==> config.mk <==
export PLATFORM = sky130hd
export DESIGN_NAME = exMultTop
export DESIGN_NICKNAME = d
export VERILOG_FILES = /design/src/logic/mipsIsaPkg.sv /design/src/logic/exMultPkg.sv /design/src/logic/exOpIf.sv /design/src/logic/exMultCount.sv /design/src/logic/exHiLoUnit.sv /design/src/logic/exMultWriteback.sv /design/src/logic/exMultTop.sv
export SDC_FILE = /design/constraint.sdc
export NUM_CORES = 2
export LEC_CHECK = 0
export ABC_AREA = 1
export ABC_CLOCK_PERIOD_IN_PS = 7060
export BUFFER_PORTS_ARGS = -buffer_cell sky130_fd_sc_hd__buf_4
export CORE_ASPECT_RATIO = 0.5
export CORE_UTILIZATION = 60
export DETAILED_ROUTE_END_ITERATION = 10
export GPL_ROUTABILITY_DRIVEN = 0
export PLACE_DENSITY_LB_ADDON = 0.1
export SLEW_MARGIN = 10
export SYNTH_ARGS = -nofsm -noshare
export SYNTH_HDL_FRONTEND = slang
export SYNTH_SLANG_ARGS = --single-unit
==> constraint.sdc <==
create_clock -name clk -period 7.06 [get_ports clk]
set_input_delay 0 -clock clk [delete_from_list [all_inputs] [get_ports clk]]
set_output_delay 0 -clock clk [all_outputs]
set_load 0.02 [all_outputs]
==> src/logic/mipsIsaPkg.sv <==
// MIPS32 major opcodes and function codes for the multiply, count and HI/LO instructions
package mipsIsaPkg;

    // major opcodes
    localparam logic [5:0] OpSpecial  = 6'b000000;
    localparam logic [5:0] OpSpecial2 = 6'b011100;

    // function field under SPECIAL
    localparam logic [5:0] FuncMfhi   = 6'b010000; // HI to rd
    localparam logic [5:0] FuncMthi   = 6'b010001; // rs to HI
    localparam logic [5:0] FuncMflo   = 6'b010010; // LO to rd
    localparam logic [5:0] FuncMtlo   = 6'b010011; // rs to LO
    localparam logic [5:0] FuncMult   = 6'b011000; // signed
    localparam logic [5:0] FuncMultu  = 6'b011001; // unsigned

    // function field under SPECIAL2
    localparam logic [5:0] FuncMadd   = 6'b000000; // HI/LO += signed product
    localparam logic [5:0] FuncMaddu  = 6'b000001; // HI/LO += unsigned product
    localparam logic [5:0] FuncMul    = 6'b000010; // low word only, HI/LO kept
    localparam logic [5:0] FuncMsub   = 6'b000100; // HI/LO -= signed product
    localparam logic [5:0] FuncMsubu  = 6'b000101; // HI/LO -= unsigned product
    localparam logic [5:0] FuncClz    = 6'b100000; // count leading zeros
    localparam logic [5:0] FuncClo    = 6'b100001; // count leading ones

endpackage

==> src/logic/exMultPkg.sv <==
// datapath widths and flag bit positions of the execute multiply block
package exMultPkg;

    // operand word and full product
    localparam int WordWidth = 32;
    localparam int ProdWidth = 64;

    // flags vector layout
    localparam int FlagWidth = 4;
    localparam int FlagC     = 0; // carry, result bit 32
    localparam int FlagZ     = 1; // low word all zero
    localparam int FlagO     = 2; // overflow, same source as carry
    localparam int FlagN     = 3; // sign of low word

endpackage

==> src/logic/exOpIf.sv <==
// interface for one issued operation, shared by the execute multiply blocks
interface exOpIf
    import exMultPkg::*;
();

    logic                 valid;  // one-cycle issue strobe
    logic [WordWidth-1:0] a;
    logic [WordWidth-1:0] b;
    logic                 selB;   // low means multiply by 1
    logic [5:0]           opCode;
    logic [5:0]           func;

    modport sink
    (
        input valid,
        input a,
        input b,
        input selB,
        input opCode,
        input func
    );

endinterface

==> src/logic/exMultCount.sv <==
// leading zero/one counter, operand A passthrough and operand B select
module exMultCount
    import exMultPkg::*;
    import mipsIsaPkg::*;
(
    exOpIf.sink                  op,
    output logic [WordWidth-1:0] mB,
    output logic [ProdWidth-1:0] countOut
);

    // 0..WordWidth needs one bit above the index width
    localparam int CountWidth = $clog2(WordWidth) + 1;

    logic [CountWidth-1:0] zeroCount;
    logic [CountWidth-1:0] oneCount;

    function automatic logic [CountWidth-1:0] leadZeros(input logic [WordWidth-1:0] word);
        logic [CountWidth-1:0] count;
        logic                  seenOne;
        count   = '0;
        seenOne = 1'b0;
        for (int i = WordWidth - 1; i >= 0; i--)
        begin
            seenOne = seenOne | word[i];
            if (!seenOne)
            begin
                count = count + 1'b1;
            end
        end
        return count;
    endfunction

    always_comb
    begin
        mB = op.selB ? op.b : WordWidth'(1); // else multiply by 1
    end

    always_comb
    begin
        zeroCount = leadZeros(op.a);
        oneCount  = leadZeros(~op.a);     // leading ones are leading zeros of ~a
    end

    always_comb
    begin
        countOut = ProdWidth'(op.a);      // passthrough, zero-extended
        if (op.opCode == OpSpecial2)
        begin
            case (op.func)
                FuncClz: countOut = ProdWidth'(zeroCount);
                FuncClo: countOut = ProdWidth'(oneCount);
                default: countOut = ProdWidth'(op.a);
            endcase
        end
    end

endmodule

==> src/logic/exHiLoUnit.sv <==
// two-stage multiplier with HI/LO registers, accumulate and move operations
module exHiLoUnit
    import exMultPkg::*;
    import mipsIsaPkg::*;
(
    input  logic                 clk,
    input  logic                 arstN,
    exOpIf.sink                  op,
    input  logic [WordWidth-1:0] mB,
    output logic                 stage2Valid,
    output logic                 ownsResult,
    output logic [ProdWidth-1:0] hiLoResult
);

    // decoded issue
    logic isLoad, isAdd, isSub, isMul;
    logic isMthi, isMtlo, isMfhi, isMflo;
    logic isSigned, owns;

    logic signed [WordWidth:0]   aExt;
    logic signed [WordWidth:0]   bExt;
    logic signed [WordWidth*2+1:0] prodWide;

    // stage 1
    logic                 s1Valid, s1Owns;
    logic                 s1Load, s1Add, s1Sub, s1Mul;
    logic                 s1Mthi, s1Mtlo, s1Mfhi, s1Mflo;
    logic [ProdWidth-1:0] s1Prod;
    logic [WordWidth-1:0] s1A;

    // HI/LO state
    logic [ProdWidth-1:0] hiLo;
    logic [ProdWidth-1:0] hiLoNext;
    logic [ProdWidth-1:0] resultNext;

    always_comb
    begin
        isLoad   = 1'b0;
        isAdd    = 1'b0;
        isSub    = 1'b0;
        isMul    = 1'b0;
        isMthi   = 1'b0;
        isMtlo   = 1'b0;
        isMfhi   = 1'b0;
        isMflo   = 1'b0;
        isSigned = 1'b0;
        if (op.valid && op.opCode == OpSpecial)
        begin
            case (op.func)
                FuncMult:  {isLoad, isSigned} = 2'b11;
                FuncMultu: isLoad = 1'b1;
                FuncMthi:  isMthi = 1'b1;
                FuncMtlo:  isMtlo = 1'b1;
                FuncMfhi:  isMfhi = 1'b1;
                FuncMflo:  isMflo = 1'b1;
                default:   isLoad = 1'b0;
            endcase
        end
        else if (op.valid && op.opCode == OpSpecial2)
        begin
            case (op.func)
                FuncMul:   {isMul, isSigned} = 2'b11;
                FuncMadd:  {isAdd, isSigned} = 2'b11;
                FuncMaddu: isAdd = 1'b1;
                FuncMsub:  {isSub, isSigned} = 2'b11;
                FuncMsubu: isSub = 1'b1;
                default:   isMul = 1'b0; // CLZ/CLO belong to the count path
            endcase
        end
        owns = isLoad | isAdd | isSub | isMul | isMthi | isMtlo | isMfhi | isMflo;
    end

    // one extra bit makes a single signed multiplier cover both signednesses
    always_comb
    begin
        aExt     = {isSigned & op.a[WordWidth-1], op.a};
        bExt     = {isSigned & mB[WordWidth-1], mB};
        prodWide = aExt * bExt;
    end

    always_ff @(posedge clk or negedge arstN)
    begin
        if (!arstN)
        begin
            s1Valid <= 1'b0;
            s1Owns  <= 1'b0;
            s1Load  <= 1'b0;
            s1Add   <= 1'b0;
            s1Sub   <= 1'b0;
            s1Mul   <= 1'b0;
            s1Mthi  <= 1'b0;
            s1Mtlo  <= 1'b0;
            s1Mfhi  <= 1'b0;
            s1Mflo  <= 1'b0;
        end
        else
        begin
            s1Valid <= op.valid;
            s1Owns  <= owns;
            s1Load  <= isLoad;
            s1Add   <= isAdd;
            s1Sub   <= isSub;
            s1Mul   <= isMul;
            s1Mthi  <= isMthi;
            s1Mtlo  <= isMtlo;
            s1Mfhi  <= isMfhi;
            s1Mflo  <= isMflo;
        end
    end

    always_ff @(posedge clk)
    begin
        s1Prod <= prodWide[ProdWidth-1:0];
        s1A    <= op.a;
    end

    // stage 2 reads HI/LO as left by the op just ahead
    always_comb
    begin
        hiLoNext = hiLo;
        if (s1Load)
            hiLoNext = s1Prod;
        else if (s1Add)
            hiLoNext = hiLo + s1Prod;
        else if (s1Sub)
            hiLoNext = hiLo - s1Prod;
        else if (s1Mthi)
            hiLoNext = {s1A, hiLo[WordWidth-1:0]};
        else if (s1Mtlo)
            hiLoNext = {hiLo[ProdWidth-1:WordWidth], s1A};

        if (s1Mul)
            resultNext = ProdWidth'(s1Prod[WordWidth-1:0]);
        else if (s1Mfhi)
            resultNext = ProdWidth'(hiLo[ProdWidth-1:WordWidth]);
        else if (s1Mflo)
            resultNext = ProdWidth'(hiLo[WordWidth-1:0]);
        else
            resultNext = hiLoNext; // new pair
    end

    always_ff @(posedge clk or negedge arstN)
    begin
        if (!arstN)
        begin
            hiLo        <= '0;
            stage2Valid <= 1'b0;
            ownsResult  <= 1'b0;
        end
        else
        begin
            hiLo        <= hiLoNext;
            stage2Valid <= s1Valid;
            ownsResult  <= s1Owns;
        end
    end

    always_ff @(posedge clk)
    begin
        hiLoResult <= resultNext;
    end

endmodule

==> src/logic/exMultWriteback.sv <==
// count path alignment, result select and registered result and flags
module exMultWriteback
    import exMultPkg::*;
(
    input  logic                 clk,
    input  logic                 arstN,
    exOpIf.sink                  op,
    input  logic [ProdWidth-1:0] countOut,
    input  logic                 stage2Valid,
    input  logic                 ownsResult,
    input  logic [ProdWidth-1:0] hiLoResult,
    output logic                 resValid,
    output logic [ProdWidth-1:0] result,
    output logic [FlagWidth-1:0] flags
);

    logic [ProdWidth-1:0] countS1;
    logic [ProdWidth-1:0] countS2;
    logic [ProdWidth-1:0] selResult;
    logic [FlagWidth-1:0] selFlags;

    // follow the HI/LO pipe so both paths meet at stage 2
    always_ff @(posedge clk)
    begin
        if (op.valid)
            countS1 <= countOut;
        countS2 <= countS1;
    end

    always_comb
    begin
        selResult       = ownsResult ? hiLoResult : countS2;
        selFlags[FlagC] = selResult[WordWidth];
        selFlags[FlagZ] = selResult[WordWidth-1:0] == '0;
        selFlags[FlagO] = selResult[WordWidth];
        selFlags[FlagN] = selResult[WordWidth-1];
    end

    always_ff @(posedge clk or negedge arstN)
    begin
        if (!arstN)
            resValid <= 1'b0;
        else
            resValid <= stage2Valid;
    end

    always_ff @(posedge clk)
    begin
        result <= selResult;
        flags  <= selFlags;
    end

endmodule

==> src/logic/exMultTop.sv <==
// execute multiply/count top level mapping plain ports onto the operation bus
module exMultTop
    import exMultPkg::*;
(
    input  logic                 clk,
    input  logic                 arstN,
    input  logic                 issueValid,
    input  logic [WordWidth-1:0] a,
    input  logic [WordWidth-1:0] b,
    input  logic                 selB,
    input  logic [5:0]           opCode,
    input  logic [5:0]           func,
    output logic                 resValid,
    output logic [ProdWidth-1:0] result,
    output logic [FlagWidth-1:0] flags
);

    logic [WordWidth-1:0] mB;
    logic [ProdWidth-1:0] countOut;
    logic                 stage2Valid;
    logic                 ownsResult;
    logic [ProdWidth-1:0] hiLoResult;

    exOpIf opBus ();

    assign opBus.valid  = issueValid;
    assign opBus.a      = a;
    assign opBus.b      = b;
    assign opBus.selB   = selB;
    assign opBus.opCode = opCode;
    assign opBus.func   = func;

    exMultCount countUnit
    (
        .op       (opBus),
        .mB       (mB),
        .countOut (countOut)
    );

    exHiLoUnit hiLoUnit
    (
        .clk         (clk),
        .arstN       (arstN),
        .op          (opBus),
        .mB          (mB),
        .stage2Valid (stage2Valid),
        .ownsResult  (ownsResult),
        .hiLoResult  (hiLoResult)
    );

    exMultWriteback writeback
    (
        .clk         (clk),
        .arstN       (arstN),
        .op          (opBus),
        .countOut    (countOut),
        .stage2Valid (stage2Valid),
        .ownsResult  (ownsResult),
        .hiLoResult  (hiLoResult),
        .resValid    (resValid),
        .result      (result),
        .flags       (flags)
    );

endmodule

# Word-level counts from Yosys, hierarchy flattened

Index checks and enable logic that the tools add are counted.
W data, S select, Z words.

Add/sub/neg operators: 64
Bitwise operators: 72
Shifts and indexed selects: 0
Div/mod/pow operators: 0
Order comparisons: 0
Multipliers: 1
Reductions and logical operators: 10
Equality and inequality tests: 13
Mux-type cells: 99

Operators by type and width:

| operator              | count |
|---|---|
| $mux W6               | 62 |
| $add A6 B1 Y6 const B | 60 |
| $mux W64              | 5 |
| $mux W32              | 6 |
| $or A1 B1 Y1          | 69 |
| $add A64 B64 Y64      | 1 |
| $mul A33 B33 Y64      | 1 |
| $pmux W32 S2          | 1 |
| $sub A64 B64 Y64      | 1 |
| $eq A6 B5 Y1 const B  | 7 |
| $logic_not A32 Y1     | 1 |
| $not A32 Y32          | 1 |
| $mux W1               | 25 |
| $eq A6 B3 Y1 const B  | 2 |
| $eq A6 B6 Y1 const B  | 2 |
| $logic_not A6 Y1      | 2 |
| $eq A6 B1 Y1 const B  | 1 |
| $eq A6 B2 Y1 const B  | 1 |
| $reduce_or A2 Y1      | 3 |
| $reduce_or A3 Y1      | 2 |
| $add A1 B1 Y2 const B | 2 |
| $and A1 B1 Y1         | 2 |
| $logic_and A1 B1 Y1   | 2 |

Bits in writable memories: 0
Bits in read-only memories: 0
Bits in latches: 0
Register bits: 433
Memories: 0
Output and inout bits: 69
Input bits: 80

# Longest topological paths before layout

Word-level depth: 66
Depth in mapped cells: 76
Gate-level depth less buffers: 75

# Hierarchy

A second synthesis with hierarchy kept.

Cell total of the unflattened synthesis: 10,123
Area total of the unflattened synthesis: 71,927.7 µm²

Modules (own cells, without submodules):

| module          | seq. area each (µm²) | area each (µm²) | times used | cells each |
|---|---|---|---|---|
| exHiLoUnit      | 5,104.9              | 58,825.2        | 1          | 8,185 |
| exMultCount     | 0.0                  | 7,583.5         | 1          | 1,504 |
| exMultWriteback | 4,529.3              | 5,519.0         | 1          | 434 |

# Worst setup path after synthesis

No wires, ideal clock.

Kind: input to register
From: input port a[29]
To: register writeback.countS1[4] (data pin)
Cell stages on the path: 71
Setup slack: -2,806 ps
Library setup time: 253 ps
Arrival: 9,613 ps
Buffers on the path: 1
Cell sequence: buf_4 inv_1 a21oi_1 ha_1 nor2_1 nor2_1 ha_1 nand2_1 o21a_1 ha_1 nor3b_1 a31oi_1 ha_1 inv_1 nor3_1 a31oi_1 ha_1 nor3b_1 [... 35 more ...] nand2_1 ha_1 nor2_1 nor2_1 ha_1 nand2_1 o21ai_0 ha_1 inv_1 o21ai_0 ha_1 nand2_1 nor3_2 nand3_1 nand2_1 o21ai_1 nand2_1 nand2_1

Word-level cells in the longest chain between the ends: 63
Elaborated cells on any way between the ends: 181

Ends and longest elaborated chain:

| item                 | RTL line              | RTL |
|---|---|---|
| start, declared      | exMultTop.sv:8        | `input logic [WordWidth-1:0] a,` |
| $not A32 Y32         | exMultCount.sv:41     | `oneCount = leadZeros(~op.a);` |
| $or A1 B1 Y1         | exMultCount.sv:24     | `seenOne = seenOne \| word[i];` |
| $mux W6              | exMultCount.sv:25     | `if (!seenOne)` |
| $add A6 B1 Y6        | exMultCount.sv:27     | `count = count + 1'b1;` |
| $mux W6              | exMultCount.sv:25     |  |
| $add A6 B1 Y6        | exMultCount.sv:27     |  |
| $mux W6              | exMultCount.sv:25     |  |
| $add A6 B1 Y6        | exMultCount.sv:27     |  |
| [... 48 more ...]    | n/a                   |  |
| $mux W6              | exMultCount.sv:25     |  |
| $add A6 B1 Y6        | exMultCount.sv:27     |  |
| $mux W6              | exMultCount.sv:25     |  |
| $add A6 B1 Y6        | exMultCount.sv:27     |  |
| $mux W6              | exMultCount.sv:25     |  |
| $pmux W32 S2 (*)     | exMultCount.sv:49     | `case (op.func)` |
| $mux W32 (*)         | exMultCount.sv:47     | `if (op.opCode == OpSpecial2)` |
| net countOut[4]      | exMultTop.sv:19       | `logic [ProdWidth-1:0] countOut;` |
| end signal, assigned | exMultWriteback.sv:26 | `countS1 <= countOut;` |
| end, declared        | exMultWriteback.sv:17 | `logic [ProdWidth-1:0] countS1;` |

The timed path passes the listed nets; every way through them passes the cells marked *.
A chain may end at the register's enable or synchronous reset.

# Worst setup path after layout

From: input port a[29]
To: register writeback.countS1[5] (data pin)

The elaborated chain is that of the path after synthesis.

==> qor.csv <==
stage,metric,value,unit
global_route,grt_pass1_vias,57120,
worst_setup_path,cp_num_buf_inv,37,
floorplanning,rows,83,
timing,slew_viol_final,0,
status,outcome,"finished, violations left",
logic_synthesis,synth_area,62130,sq um
cts,cts_root_buf,clkbuf_16,
timing,fin_crit_sh,132.0,%
cells_and_area,syn2layout_area_growth,25.00,%
logic_synthesis,yosysTopAreaCell,fa_1,
floorplanning,coreArea,102600,sq um
floorplanning,pin_count,149,
floorplanning,start_util,60.55,%
worst_setup_path,critPathKind,input port to flop,
worst_setup_path,worstPathArrival,9.65,ns
placed_design,hpwl,165400,microns
cts,cts.clk_slew.worst_paths,0.06,ns
logic_synthesis,synthFlopType,dfxtp_1,
worst_setup_path,startpoint_type,input port,
timing,period_minus_slack,9.316,ns
cts,htree_levels,2,
global_route,grt_max_degree,78,
timing,worst_pin_slew,1.103,ns
worst_hold_path,hold_class,input port to flop,
timing,hold_viol_final,0,
logic_synthesis,netlist.area_leader.share,36.31,%
routing,firstDrtPassIters,5,
worst_setup_path,worstPathRequired,7.39,ns
logic_synthesis,yosysUniqueCellTypes,65,
job,drv_cap,0,
worst_setup_path,end_kind,flop,
worst_setup_path,critPathTopFamily,simple AND/OR/NAND/NOR gates,
routing,viasPerCell,5.660,
logic_synthesis,synth_edf_count,32,
global_route,grt_antenna_before_repair,9,
logic_synthesis,synthArstFlopShare,21.04,%
logic_synthesis,yosys_warnings,0,
worst_setup_path,crit_path_frequent_cell,buf_4,
cells_and_area,num-nets-final,10403,
logic_synthesis,synth_cells,7870,
cts,cts_buffers,42,
cells_and_area,nFillCells,7314,
routing,wl_per_cell,21.16,microns
timing,fmax,0.1073,GHz
cells_and_area,final_cells,10203,
timing,fin_worst_skew,0.03279,ns
routing,finalWirelength,215900,microns
cells_and_area,drive_above_1_share,22.86,%
global_route,grt_usage,40.28,%
logic_synthesis,ys_seq_area_share,12.93,%
worst_setup_path,path_max_fanout,4,
routing,dr_total_vias,57751,
logic_synthesis,ys_ff_latch,366,
timing,relSlewSlack,26.38,%
global_route,grt_pass1_wl,323900,microns
logic_synthesis,synth.area.top_cells,"fa_1 36%, nand2_1 10%, inv_1 9.8%",
routing,ant_nets,0,
timing,finalSetupViolCount,31,
worst_setup_path,regToRegSetupSlack,0.51,ns
cts,cts_tree,built,
status,violations,setup timing,
cts,clk_latency,0.59,ns
timing,fin_ws,-2.256,ns
logic_synthesis,syn_area_per_cell,7.894,sq um
timing,rsz0062_at_grt,yes,
placed_design,post-place-ws,-3.007,ns
global_route,grt_remaining_overflow,0,
floorplanning,die_w,457.1,microns
floorplanning,die_y,229.5,microns
worst_setup_path,cp_slowest_stage_delay,0.28,ns
placed_design,placed_cells,9861,
routing,first_iter_violations,5885,
placed_design,portBuffers,148,
floorplanning,die_area,104900,sq um
worst_setup_path,cpMaxStageDelayCell,ha_4,
timing,hold_ws,0.02409,ns
cts,max-clock-path-buffers,3,
cts,clkSinkCount,366,
logic_synthesis,synth_nets,9473,
routing,drc,0,
## cell families after synthesis
family / after synthesis / synth area share, %
simple gates: 2845 / 19.34
buf+inv: 2039 / 12.76
fa+ha+maj: 1523 / 44.29
compound gates: 937 / 8.301
flops: 366 / 12.93
xor+xnor: 127 / 1.790
mux: 33 / 0.5961
## layer usage
metal / track usage [%] / routed length [microns] / vias to the layer above
li1: - / - / 25635
met4: 17.52 / 11260 / 10
met2: 60.36 / 93120 / 3379
met5: 0 / 113 / -
met3: 11.96 / 27590 / 734
met1: 54.29 / 83770 / 27993
## what timing repair did
item | in CTS | in global routing
pin swaps | 185 | 270
setup buffers | 202 | 58
hold endpoints to repair | 117 | 3
hold buffers | 43 | 1
setup endpoints to repair | 33 | 54
gates cloned | 2 | 2
resized for setup | 343 | 439
## path summary, 6_finish.rpt
check                                                from                                 end  cells after the start
setup / recovery                                    a[29]      writeback.countS1[5]$_DFFE_PP_                     92
setup reg to reg               hiLoUnit.s1Prod[2]$_DFF_P_  hiLoUnit.hiLoResult[60]$_SDFF_PP0_                     40
hold reg to reg            writeback.countS1[9]$_DFFE_PP_        writeback.countS2[9]$_DFF_P_                      0
max in group asynchronous                           arstN         hiLoUnit.hiLo[21]$_DFF_PN0_                      3
hold / removal                                      a[30]            hiLoUnit.s1A[30]$_DFF_P_                      4
min in group asynchronous                           arstN         hiLoUnit.hiLo[45]$_DFF_PN0_                      3
## layout make-up
type                    instances  area, sq um  share of cell area (%)
clock inverters                17        176.4                  0.2272
inverters                    1689         6505                   8.376
repair buffers               1236        10390                   13.38
flip-flops and latches        366         8036                   10.35
diodes                         10        25.02                 0.03222
multi-input cells            5465        49550                   63.81
clock buffers                  60         1274                   1.640
well taps                    1360         1702                   2.191
## cell usage in the layout, fill, tap and decap left out, types with 55 or more instances in the layout
cell type / netlist / final
nand2_2: 16 / 106
o21ai_0: 310 / 275
buf_6: 17 / 58
nand2_1: 1709 / 1558
xor2_1: 97 / 84
dfrtp_1: 77 / 74
dfxtp_1: 257 / 257
buf_4: 9 / 1070
a21oi_1: 421 / 389
ha_1: 396 / 326
inv_1: 1616 / 1524
nand3_1: 240 / 192
fa_1: 1127 / 1090
ha_4: 0 / 70
nor2_1: 671 / 608
nor2_4: 22 / 55
inv_2: 23 / 91
nand2_4: 5 / 62
## Yosys cell counts, types with 6 or more instances
| master | count |
|---|---|
| a211oi_1 | 16 |
| or2_2 | 6 |
| a21oi_1 | 421 |
| clkinv_1 | 29 |
| ha_1 | 396 |
| nor3_1 | 50 |
| o211ai_1 | 46 |
| xor2_1 | 97 |
| nor2_8 | 22 |
| clkbuf_1 | 294 |
| nand3_1 | 240 |
| buf_1 | 17 |
| inv_2 | 23 |
| edfxtp_1 | 32 |
| nand3_2 | 13 |
| o21bai_1 | 15 |
| inv_4 | 17 |
| o21a_1 | 11 |
| a22oi_1 | 21 |
| dfrtp_1 | 77 |
| fa_1 | 1127 |
| inv_1 | 1616 |
| mux2_2 | 32 |
| a31oi_1 | 41 |
| xnor2_1 | 30 |
| buf_4 | 9 |
| nor2_2 | 8 |
| nor4_1 | 15 |
| nand4_1 | 53 |
| nand2_1 | 1709 |
| o31ai_1 | 9 |
| o21ai_0 | 310 |
| dfxtp_1 | 257 |
| buf_6 | 17 |
| nor2_1 | 671 |
| nand2_2 | 16 |
| o22ai_1 | 14 |
| nor2_4 | 22 |
## registers in the layout, summed over array words and instances (netlist names), 2 cells and up
| name | cells |
|---|---|
| hiLoUnit.hiLo | 64 |
| hiLoUnit.hiLoResult | 64 |
| hiLoUnit.s1A | 32 |
| hiLoUnit.s1Prod | 64 |
| writeback.countS1 | 32 |
| writeback.countS2 | 32 |
| writeback.flags | 2 |
| writeback.result | 63 |
## stage by stage
step / TNS [ns] / utilization (%) / cell area (sq um)
after floorplan: -18.94 / - / 63010
after global placement: -47.99 / 68.94 / 70740
after detailed placement: -50.30 / 68.94 / 70740
after CTS: -19.76 / 73.72 / 75640
after global routing: -38.02 / 75.67 / 77640
final: -27.19 / 75.69 / 77660
## tightest hold or removal path, stage by stage
cell and delay [ns]:
buf_12 0.11, buf_8 0.11, buf_6 0.10, buf_4 0.21
Power is not shown: default switching activity piles up to over one toggle a cycle in this logic, so the estimate is an artifact.
